`src/ec_cfg.svh`:
```
`ifndef EC_CFG_SVH
`define EC_CFG_SVH

// coder state widths
`define EC_RANGE_WIDTH 16  // range register, normalized so bit 15 is set
`define EC_LOW_WIDTH   24  // low window, a byte plus carry above the live bits
`define EC_D_SIZE      5   // shift d and the bit counter s share this width

// symbol description widths
`define EC_PROB_WIDTH  16  // q15 cdf values fl and fh, and the boolean probability
`define EC_NSYM_WIDTH  5   // symbol count and index, up to 16 symbols
`define EC_PROB_SHIFT  6   // cdf values lose their low 6 bits before the multiply
`define EC_TERM_WIDTH  10  // EC_PROB_WIDTH - EC_PROB_SHIFT
`define EC_OFF_WIDTH   7   // 4 times a symbol count, up to 64
`define EC_MIN_PROB    4   // minimum probability given to every symbol
`define EC_CDF_TOP     32768  // an fl of this value marks the first symbol

// byte output
`define EC_BYTE_WIDTH  8
`define EC_RUN_WIDTH   8   // length of a run of 0xff bytes behind a lead byte

`endif

```
`src/ec_pkg.sv`:
```
package ec_pkg;

    // how a symbol is coded, selected per symbol at the input
    typedef enum logic {
        EC_KIND_CDF  = 1'b0,  // multi-symbol entry given by fl, fh and the index
        EC_KIND_BOOL = 1'b1   // single bit, its probability rides on fh
    } ec_kind_t;

    // --------------------
    // byte resolution state of the last stage
    // --------------------
    typedef enum logic {
        EMPTY = 1'b0,  // nothing held, the next pre-byte becomes the lead byte
        HELD  = 1'b1   // a lead byte and its run wait for a carry or a release
    } carry_state_t;

endpackage

```
`src/stage_1.sv`:
```
`include "ec_cfg.svh"

module stage_1
    import ec_pkg::*;
(
    input  logic                      clk,
    input  logic                      reset,
    input  logic                      in_valid,
    input  ec_kind_t                  in_kind,
    input  logic [`EC_PROB_WIDTH-1:0] in_fl,
    input  logic [`EC_PROB_WIDTH-1:0] in_fh,      // also carries the boolean probability
    input  logic [`EC_NSYM_WIDTH-1:0] in_symbol,
    input  logic [`EC_NSYM_WIDTH-1:0] in_nsyms,
    input  logic                      in_bool,
    output logic                      s1_valid,
    output logic [1:0]                bool_symbol,  // [1] boolean flag, [0] value or symbol lsb
    output logic                      comp_mux_1,
    output logic [`EC_TERM_WIDTH-1:0] fl_term,
    output logic [`EC_TERM_WIDTH-1:0] fh_term,
    output logic [`EC_OFF_WIDTH-1:0]  off_u,
    output logic [`EC_OFF_WIDTH-1:0]  off_v
);

    logic                      is_bool;
    logic [`EC_NSYM_WIDTH-1:0] rem_u;  // N - s + 1 with N = nsyms - 1
    logic [`EC_NSYM_WIDTH-1:0] rem_v;  // N - s

    assign is_bool = (in_kind == EC_KIND_BOOL);
    assign rem_u   = in_nsyms - in_symbol;
    assign rem_v   = rem_u - 1'b1;

    always_ff @(posedge clk) begin
        if (reset) begin
            s1_valid <= 1'b0;
        end else begin
            s1_valid <= in_valid;
        end
    end

    // --------------------
    // symbol operands, loaded only when a symbol arrives
    // --------------------
    always_ff @(posedge clk) begin
        if (in_valid) begin
            bool_symbol <= {is_bool, is_bool ? in_bool : in_symbol[0]};
            // a cdf entry with fl at the top is the first symbol and needs no u
            comp_mux_1  <= !is_bool && (in_fl < `EC_CDF_TOP);
            fl_term     <= in_fl[`EC_PROB_WIDTH-1:`EC_PROB_SHIFT];
            fh_term     <= in_fh[`EC_PROB_WIDTH-1:`EC_PROB_SHIFT];
            // every symbol above the coded one keeps its own minimum share of the range
            off_u       <= is_bool ? `EC_OFF_WIDTH'(`EC_MIN_PROB) : {rem_u, 2'b00};
            off_v       <= is_bool ? `EC_OFF_WIDTH'(`EC_MIN_PROB) : {rem_v, 2'b00};
        end
    end

    // the offsets above underflow when the index falls outside its table
    sym_in_table: assert property (@(posedge clk) disable iff (reset)
        in_valid && !is_bool |-> in_symbol < in_nsyms);

endmodule

```
`config.mk`:
```
export PLATFORM = sky130hd
export DESIGN_NAME = stage_1
export DESIGN_NICKNAME = d
export VERILOG_FILES = /design/src/ec_pkg.sv /design/src/stage_1.sv
export VERILOG_INCLUDE_DIRS = /design/src
export SDC_FILE = /design/constraint.sdc
export NUM_CORES = 1
export LEC_CHECK = 0
export BUFFER_PORTS_ARGS = -buffer_cell sky130_fd_sc_hd__buf_2
export CAP_MARGIN = 20
export CORE_MARGIN = 8
export CORE_UTILIZATION = 42
export CTS_CLUSTER_SIZE = 30
export DETAILED_ROUTE_END_ITERATION = 6
export PLACE_DENSITY_LB_ADDON = 0.3
export SLEW_MARGIN = 20
export SYNTH_ARGS = -nofsm -noshare
export SYNTH_HDL_FRONTEND = slang
export SYNTH_SLANG_ARGS = --single-unit
```
`constraint.sdc`:
```
create_clock -name clk -period 2.2 [get_ports clk]
set_input_delay 0.22 -clock clk [delete_from_list [all_inputs] [get_ports clk]]
set_output_delay 0.22 -clock clk [all_outputs]
set_load 0.02 [all_outputs]
```
==> flow_summary.toml <==
[sta]
worstMarginPinSlew_ps = 686
hold_violations = 0
final.setup.tns_ps = 0
slew_viol_final = 0
post-route-min-period_ps = 1690
setup_viol = 0
fin_crit_sh_pct = 76.6
rsz0062_at_grt = "no"
max_freq_mhz = 593
slew-limit-headroom_pct = 54.3
holdWs_ps = 48.0

[synthesis]
ys_types = 23
ys_ff_latch = 34
synthTopCellsByArea = "edfxtp_1, ha_1, xnor2_1, nor2_1, buf_4"
async_flop_share_pct = 0
synth_area_per_cell_um2 = 16.5
syn_inst = 82
yosys_warnings = 0
synth.cell_area_um2 = 1350
synth_top_area_cell = "edfxtp_1"
synthFlopType = "edfxtp_1"
synth-seq-area-share_pct = 74.7
synth_edf_count = 33
yosysTopAreaCellShare_pct = 73.3

[clocking]
cts-root-buf = "clkbuf_4"
cts.sinks = 34
cts_resized = 0
cts_buffers = 5
cts.path.max_buffers = 2
clkTransAtPathRegs_ps = 80
cts_setup_buffers = 0
cts_tree = "done"
htreeDepth = 2
hold_buffers = 0

[final_layout]
num_antenna_cells = 0
nNetsFinal = 208
final_util_pct = 58.0
layout_common_cells = "buf_2, edfxtp_1, nor2_1"
nFillCells = 275
syn_to_final_growth_pct = 30.9
layout-drive-gt1-share_pct = 49.7
multi_input_area_um2 = 300
instances_no_fill = 199
seqCellArea_um2 = 1010
final_common_cell = "buf_2"

[global_route]
grt_max_degree = 35
antenna_found_initial = 0
grt_busiest_layer = "met2"
grt_usage_pct = 10.2
grt_pass1_wl_um = 4000
met2_usage_pct = 17.3
overflow = 0
grt_pass1_vias = 862
grt_util_met3_pct = 5.77
gr-usage-met1_pct = 8.92

[worst_setup_path]
cp.required_ps = 2280
worst_ep_arrival_time_ps = 1760
end_kind = "flip-flop"
cpLargestDelayFamily = "adder cells"
worst_path_max_delay_cell = "fa_1"
start_kind = "input pin"
cpMostUsedCell = "ha_1"
crit_buf_inv = 1
critical_path_class = "in -> reg"
cp_max_fo = 3
cp_cell_sequence = "buf_2, ha_1, fa_1, ha_1, nand3_1, mux2i_1, xnor2_1, nor2b_4"
max_stage_delay_ps = 530

[detailed_routing]
vias = 865
drtIter0Drc = 37
wl_per_cell_um = 12.6
postRouteAntennaNets = 0
dr.pass1.iters = 4
avgViaCountPerCell = 4.35
wirelength_um = 2520
drcViolationCount = 0

[outcome]
status = "finished clean"

[pwr]
ir_worst_vdd_uv = 259
power.density_nw_per_um2 = 766
finalPower_uw = 1360
cellLeakagePower_uw = 0.000787

[floorplan]
die_height_um = 72.8
pin_count = 85
initial_core_util_pct = 44.3
die_x_um = 72.8
fp.dieArea_um2 = 5290
fp-row-count = 20
core_um2 = 3050

[flow_run]
cap_viol_max_count = 0

[place]
dpl.hpwl_um = 2070
dp_cells = 192
gp_congestion = 0.768
io_buffers = 68

[min_path]
hold_class = "in -> reg"
==> through the flow <==
step           instance area [um2]  worst slack (ps)
2_1_floorplan                 1360               382
3_3_place_gp                  1730               163
3_5_place_dp                  1730               162
4_1_cts                       1770               512
5_1_grt                       1770               386
6_report                      1770               514
==> synth_stat cells (all sizes together) (2+ instances only) <==
| cell type | n |
|---|---|
| edfxtp | 33 |
| nor2 | 10 |
| ha | 5 |
| inv | 5 |
| xnor2 | 5 |
| buf | 4 |
| a21oi | 2 |
| nand2b | 2 |
| nand3 | 2 |
| nor2b | 2 |
| xor2 | 2 |
==> state kept, by name (all words and copies together), names as in the netlist <==
name / count
s1_valid: 1
fl_term: 10
fh_term: 10
off_v: 5
comp_mux_1: 1
bool_symbol: 2
off_u: 5
==> path summary, 6_finish.rpt <==
kind | start | to | slack (ps) | depth (start not counted)
max | in_symbol[0] | off_v[6]$_SDFFCE_PP0P_ | 510 | 8
min | reset | s1_valid$_SDFF_PP0_ | 50 | 2
==> logic make-up after synthesis <==
| logic type | after synthesis | share of synthesized area [%] |
|---|---|---|
| AO/OA/AOI/OAI | 3 | 1.11 |
| XOR/XNOR | 7 | 5.09 |
| adder cells (fa/ha/maj) | 6 | 6.11 |
| buffers and inverters | 10 | 3.89 |
| flip-flops | 34 | 74.7 |
| multiplexers | 2 | 1.57 |
| other | 1 | 0.277 |
| AND/OR/NAND/NOR | 19 | 7.22 |
==> power by group <==
group          switching (uW)  internal, uW  leakage [uW]
combinational             173           108      0.000432
clock                     165           120     0.0000254
sequential               10.9           779      0.000330
total                     349          1010      0.000787
==> cell type report <==
cell class | count | area share, %
tap | 44 | 3.11
clock buffer | 7 | 2.54
timing repair buffer | 68 | 19.2
sequential | 34 | 57.1
inverter | 5 | 1.06
multi-input combinational | 41 | 17.0
==> per-layer routing <==
metal  vias to the layer above  routed length, um
li1                        423                  -
met5                         -                  0
met3                         5                345
met2                        52               1190
met4                         0                 68
met1                       385                915
Note: power is estimated with default switching activity, not from simulation.
