===== src/ec_cfg.svh =====
`ifndef EC_CFG_SVH
`define EC_CFG_SVH

// coder state widths
`define EC_RANGE_WIDTH 16  // range register, normalized so bit 15 is set
`define EC_LOW_WIDTH   24  // low window, a byte plus carry above the live bits
`define EC_D_SIZE      5   // shift d and the bit counter s share this width

// symbol description widths
`define EC_PROB_WIDTH  16  // q15 cdf values fl and fh, and the boolean probability
`define EC_NSYM_WIDTH  5   // symbol count and index, up to 16 symbols
`define EC_PROB_SHIFT  6   // cdf values lose their low 6 bits before the multiply
`define EC_TERM_WIDTH  10  // EC_PROB_WIDTH - EC_PROB_SHIFT
`define EC_OFF_WIDTH   7   // 4 times a symbol count, up to 64
`define EC_MIN_PROB    4   // minimum probability given to every symbol
`define EC_CDF_TOP     32768  // an fl of this value marks the first symbol

// byte output
`define EC_BYTE_WIDTH  8
`define EC_RUN_WIDTH   8   // length of a run of 0xff bytes behind a lead byte

`endif


===== src/stage_3.sv =====
`include "ec_cfg.svh"

module stage_3 (
    input  logic [1:0]                 bool_symbol,  // [1] boolean flag, [0] value or symbol lsb
    input  logic [`EC_RANGE_WIDTH-1:0] in_range,
    input  logic [`EC_RANGE_WIDTH-1:0] range_ready,
    input  logic [`EC_D_SIZE-1:0]      d,
    input  logic                       comp_mux_1,
    input  logic [`EC_RANGE_WIDTH:0]   u,
    input  logic [`EC_RANGE_WIDTH:0]   v_bool,
    input  logic [`EC_D_SIZE-1:0]      in_s,
    input  logic [`EC_LOW_WIDTH-1:0]   in_low,
    output logic [`EC_LOW_WIDTH-1:0]   out_low,
    output logic [`EC_RANGE_WIDTH-1:0] out_range,
    output logic [`EC_BYTE_WIDTH:0]    out_bit_1,    // older pre-byte, bit 8 is its carry
    output logic [`EC_BYTE_WIDTH:0]    out_bit_2,
    output logic [1:0]                 flag_bitstream,  // 01 bit_1 only, 11 both
    output logic [`EC_D_SIZE-1:0]      out_s
);

    logic [`EC_LOW_WIDTH-1:0] low_1;       // cdf symbol above the first, low moves up by r - u
    logic [`EC_LOW_WIDTH-1:0] low_bool;
    logic [`EC_LOW_WIDTH-1:0] low;
    logic [`EC_LOW_WIDTH-1:0] m_s0, m_s8;  // masks left after one and after two bytes
    logic [`EC_LOW_WIDTH-1:0] low_s0, low_s8;
    logic [`EC_LOW_WIDTH-1:0] pre_1, pre_2;
    logic [`EC_D_SIZE-1:0]    s_comp, c_norm_s0, c_bit_s8, s_s0, s_s8;
    logic                     one_byte, two_bytes;

    assign low_1    = in_low + (in_range - u[`EC_RANGE_WIDTH-1:0]);
    assign low_bool = bool_symbol[0] ? in_low + (in_range - v_bool[`EC_RANGE_WIDTH-1:0])
                                     : in_low;  // a zero keeps the bottom part of r
    assign low      = bool_symbol[1] ? low_bool : (comp_mux_1 ? low_1 : in_low);

    // --------------------
    // normalization, s runs 9 above the reference counter so it never goes negative
    // --------------------
    assign s_comp    = in_s + d;
    assign one_byte  = (s_comp >= 5'd9) && (s_comp < 5'd17);
    assign two_bytes = (s_comp >= 5'd17);

    assign c_norm_s0 = in_s + 5'd7;   // position of the first byte inside low
    assign c_bit_s8  = in_s - 5'd1;   // and of the second, one byte lower
    assign m_s0      = (24'd1 << c_norm_s0) - 24'd1;
    assign m_s8      = m_s0 >> 8;
    assign low_s0    = low & m_s0;
    assign low_s8    = low_s0 & m_s8;
    assign s_s0      = s_comp - 5'd8;    // each byte rewinds the counter by 8
    assign s_s8      = s_comp - 5'd16;

    assign pre_1 = low >> c_norm_s0;  // nine bits remain, the byte and its carry
    assign pre_2 = low_s0 >> c_bit_s8;

    // --------------------
    // outputs
    // --------------------
    assign out_range = range_ready;
    assign out_low   = two_bytes ? low_s8 << d : (one_byte ? low_s0 << d : low << d);
    assign out_s     = two_bytes ? s_s8 : (one_byte ? s_s0 : s_comp);

    assign out_bit_1      = (one_byte || two_bytes) ? pre_1[`EC_BYTE_WIDTH:0] : '0;
    assign out_bit_2      = two_bytes ? pre_2[`EC_BYTE_WIDTH:0] : '0;
    assign flag_bitstream = two_bytes ? 2'b11 : (one_byte ? 2'b01 : 2'b00);

    // a third byte, the missing flag value 10, needs s above 8 or a shift above 15
    always_comb begin
        assert ($isunknown({in_s, d}) || (in_s < 5'd9 && d < 5'd16))
            else $error("stage_3 bit counter or shift out of range");
    end

endmodule


===== config.mk =====
export PLATFORM = sky130hd
export DESIGN_NAME = stage_3
export DESIGN_NICKNAME = d
export VERILOG_FILES = /design/src/stage_3.sv
export VERILOG_INCLUDE_DIRS = /design/src
export SDC_FILE = /design/constraint.sdc
export NUM_CORES = 1
export LEC_CHECK = 0
export ABC_AREA = 1
export BUFFER_PORTS_ARGS = -buffer_cell sky130_fd_sc_hd__buf_2
export CELL_PAD_IN_SITES_DETAIL_PLACEMENT = 1
export CELL_PAD_IN_SITES_GLOBAL_PLACEMENT = 1
export CORE_UTILIZATION = 42
export DETAILED_ROUTE_END_ITERATION = 12
export PLACE_DENSITY_LB_ADDON = 0.1
export SYNTH_ARGS = -nofsm -noshare
export SYNTH_HDL_FRONTEND = slang
export SYNTH_SLANG_ARGS = --single-unit

===== constraint.sdc =====
create_clock -name vclk -period 20.6
set_input_delay 6.18 -clock vclk [all_inputs]
set_output_delay 6.18 -clock vclk [all_outputs]
set_load 0.02 [all_outputs]

==> flow_summary.toml <==
[run_status]
status = "completed"

[cts]
cts_resized = 0
postCtsSetupRepairBufs = 0
hold_buffers = 0

[power]
vdd_drop_max_mv = 0.0187
leakagePower_nw = 6.28
power_density_mw_per_mm2 = 58.9

[global_route]
grt.total_usage = 0.342
globalRoute.totalOverflow = 0
grt_pass1_wl_um = 67400
grt_antenna_before_repair = 2
grt_pass1_vias = 12700
grt_max_degree = 49

[synth]
synth.area.mux_share = 0.00196
yosysUniqueCellTypes = 49
synth_xor_area_frac = 0.0378
netlist_area_mm2 = 0.0102
seq_area_frac_synth = 0
syn_inst = 2020
syn_avg_cell_area_um2 = 5.05
yosys_warnings = 0
synthSimpleGateAreaFrac = 0.536
syn_nets = 2221
synth-compound-area-share = 0.170
synth_adder_area_share = 0.124
synth_top_family_by_area = "simple AND/OR/NAND/NOR gates"

[placement]
dp_slack_ns = 3.00
place_hpwl_um = 36400
routabilityCongestion = 0.962
place_inst = 2392
port_buffers = 134

[sta]
finalHoldViolCount = 0
timing.final.crit_share = 0.860
setup_violations = 0
tightest_slew_ns = 1.22
fmax_mhz = 56.4
setup_ws_ns = 2.88
relSlewSlack = 0.183
grt_setup_unrepaired = "no"
min_period_ns = 17.72
fin_hold_ws_ns = 12.36
slew_viol_final = 0
tns_ns = 0

[route]
drc = 0
antenna_left = 0
firstDrtPassIters = 5
vias = 13700
wl_per_cell_um = 18.1
drt_iter0_drc = 1173
drt_wl_total_um = 43200
via_per_inst = 5.74

[finish]
seq_cell_count = 0
area_growth_pct = 6.46
nets = 2276
nFillCells = 3764
final_cells = 2392
drive_gt1_frac = 0.0970
multi_input_area_mm2 = 0.00887
nClkBuffers = 0
ff_latch_area_um2 = 0
diodes = 0

[critical_path]
crit_arrival_ns = 11.54
crit_fanout = 6
crit_slowest_cell = "a21oi_1"
path_class = "input port to primary output"
crit_required_ns = 14.42
crit_top_cell = "nand2_1"
start_kind = "input port"
critPathCaptureType = "primary output"
worst_path_largest_cell_delay_ns = 0.49

[min_path]
hp-class = "input port to primary output"

[floorplan]
fp.coreArea_mm2 = 0.0236
start_util = 0.432
pin_count = 168
dieArea_mm2 = 0.0249
fp.dieW_um = 158
die_y_um = 158
rows = 56

[run]
maxCapViolations = 0
==> synth_stat cells, types with 2 or more instances <==
master | number | area share
a21boi_0 | 4 | 0.0029
a21boi_1 | 3 | 0.0022
a21o_1 | 7 | 0.0052
a21oi_1 | 151 | 0.074
a22oi_1 | 4 | 0.0029
a31oi_1 | 7 | 0.0043
buf_1 | 10 | 0.0037
buf_2 | 8 | 0.0039
buf_4 | 19 | 0.014
buf_6 | 4 | 0.0044
clkbuf_1 | 41 | 0.015
clkinv_1 | 3 | 0.0011
fa_1 | 5 | 0.0098
ha_1 | 93 | 0.11
inv_1 | 226 | 0.083
inv_2 | 9 | 0.0033
mux2i_1 | 2 | 0.0020
nand2_1 | 661 | 0.24
nand2_2 | 12 | 0.0074
nand2_4 | 3 | 0.0033
nand3_1 | 318 | 0.16
nand3_2 | 10 | 0.0098
nand3b_1 | 21 | 0.015
nand4_1 | 30 | 0.018
nor2_1 | 127 | 0.047
nor2_2 | 15 | 0.0092
nor2_4 | 4 | 0.0044
nor3_1 | 20 | 0.0098
nor4_1 | 3 | 0.0018
o211ai_1 | 18 | 0.013
o21ai_0 | 97 | 0.048
o21ai_1 | 13 | 0.0064
o21ai_2 | 2 | 0.0017
o21bai_1 | 7 | 0.0052
o22ai_1 | 2 | 0.0012
or2_1 | 3 | 0.0018
or2_2 | 4 | 0.0025
xnor2_1 | 15 | 0.013
xor2_1 | 29 | 0.025
==> final cells by class <==
type / instances / area share
Timing Repair Buffer: 136 / 0.0632
Multi-Input combinational cell: 1698 / 0.817
Tap cell: 319 / 0.0368
Inverter: 239 / 0.0829
==> worst paths after layout <==
check | cells after the start | from | endpoint | slack, ns
worst max-delay path | 34 | in_range[2] | out_bit_2[6] | 2.88
worst min-delay path | 0 | range_ready[11] | out_range[11] | 12.36
==> worst max-delay path: cells and delay by family <==
family / cells / cell delay (ns)
fa+ha+maj: 2 / 0.75
compound gates: 8 / 1.95
simple gates: 19 / 2.03
buf+inv: 4 / 0.46
xor+xnor: 1 / 0.15
==> metal layers <==
metal	wire (um)	part of all wire	global-route usage	vias to the layer above
met5	8	0.00019	0	-
met4	641	0.015	0.0555	2
met3	3320	0.077	0.0608	48
met2	18500	0.43	0.531	431
met1	20700	0.48	0.492	6467
li1	-	-	-	6777
==> metrics by stage <==
| stage | util | total power, mW | instance area, um^2 |
|---|---|---|---|
| 6_report | 0.460 | 0.639 | 10900 |
| 5_1_grt | 0.460 | 0.707 | 10900 |
| 4_1_cts | 0.460 | 0.625 | 10900 |
| 3_5_place_dp | 0.460 | 0.622 | 10900 |
| 3_3_place_gp | 0.460 | 0.605 | 10900 |
| 2_1_floorplan | - | 0.448 | 10200 |
==> layout by cell type, fill, tap and decap left out, types with 9 or more instances in the layout <==
cell type	synthesis	final
nand3b_1	21	21
o21ai_1	13	13
ha_1	93	93
o21ai_0	97	97
nand4_1	30	30
inv_1	226	226
inv_2	9	9
xor2_1	29	29
nand2_2	12	12
xnor2_1	15	15
nand3_1	318	318
buf_2	8	134
nand3_2	10	10
nor3_1	20	20
nand2_1	661	661
nor2_1	127	127
a21oi_1	151	151
o211ai_1	18	18
nor2_2	15	15
==> power breakdown <==
| group | internal (mW) | total (mW) | switching, mW | leakage (nW) |
|---|---|---|---|---|
| Sequential | 0 | 0 | 0 | 0 |
| Combinational | 0.192 | 0.639 | 0.448 | 6.28 |
| Clock | 0 | 0 | 0 | 0 |
==> kinds of logic after synthesis <==
| logic type | Yosys count |
|---|---|
| xor gates and xnor gates | 44 |
| muxes | 2 |
| buffers and inverters | 322 |
| adders and majority gates | 98 |
| and+or+nand+nor | 1235 |
| AOI/OAI and AO/OA | 319 |
Note: power is estimated with default switching activity, not from simulation.
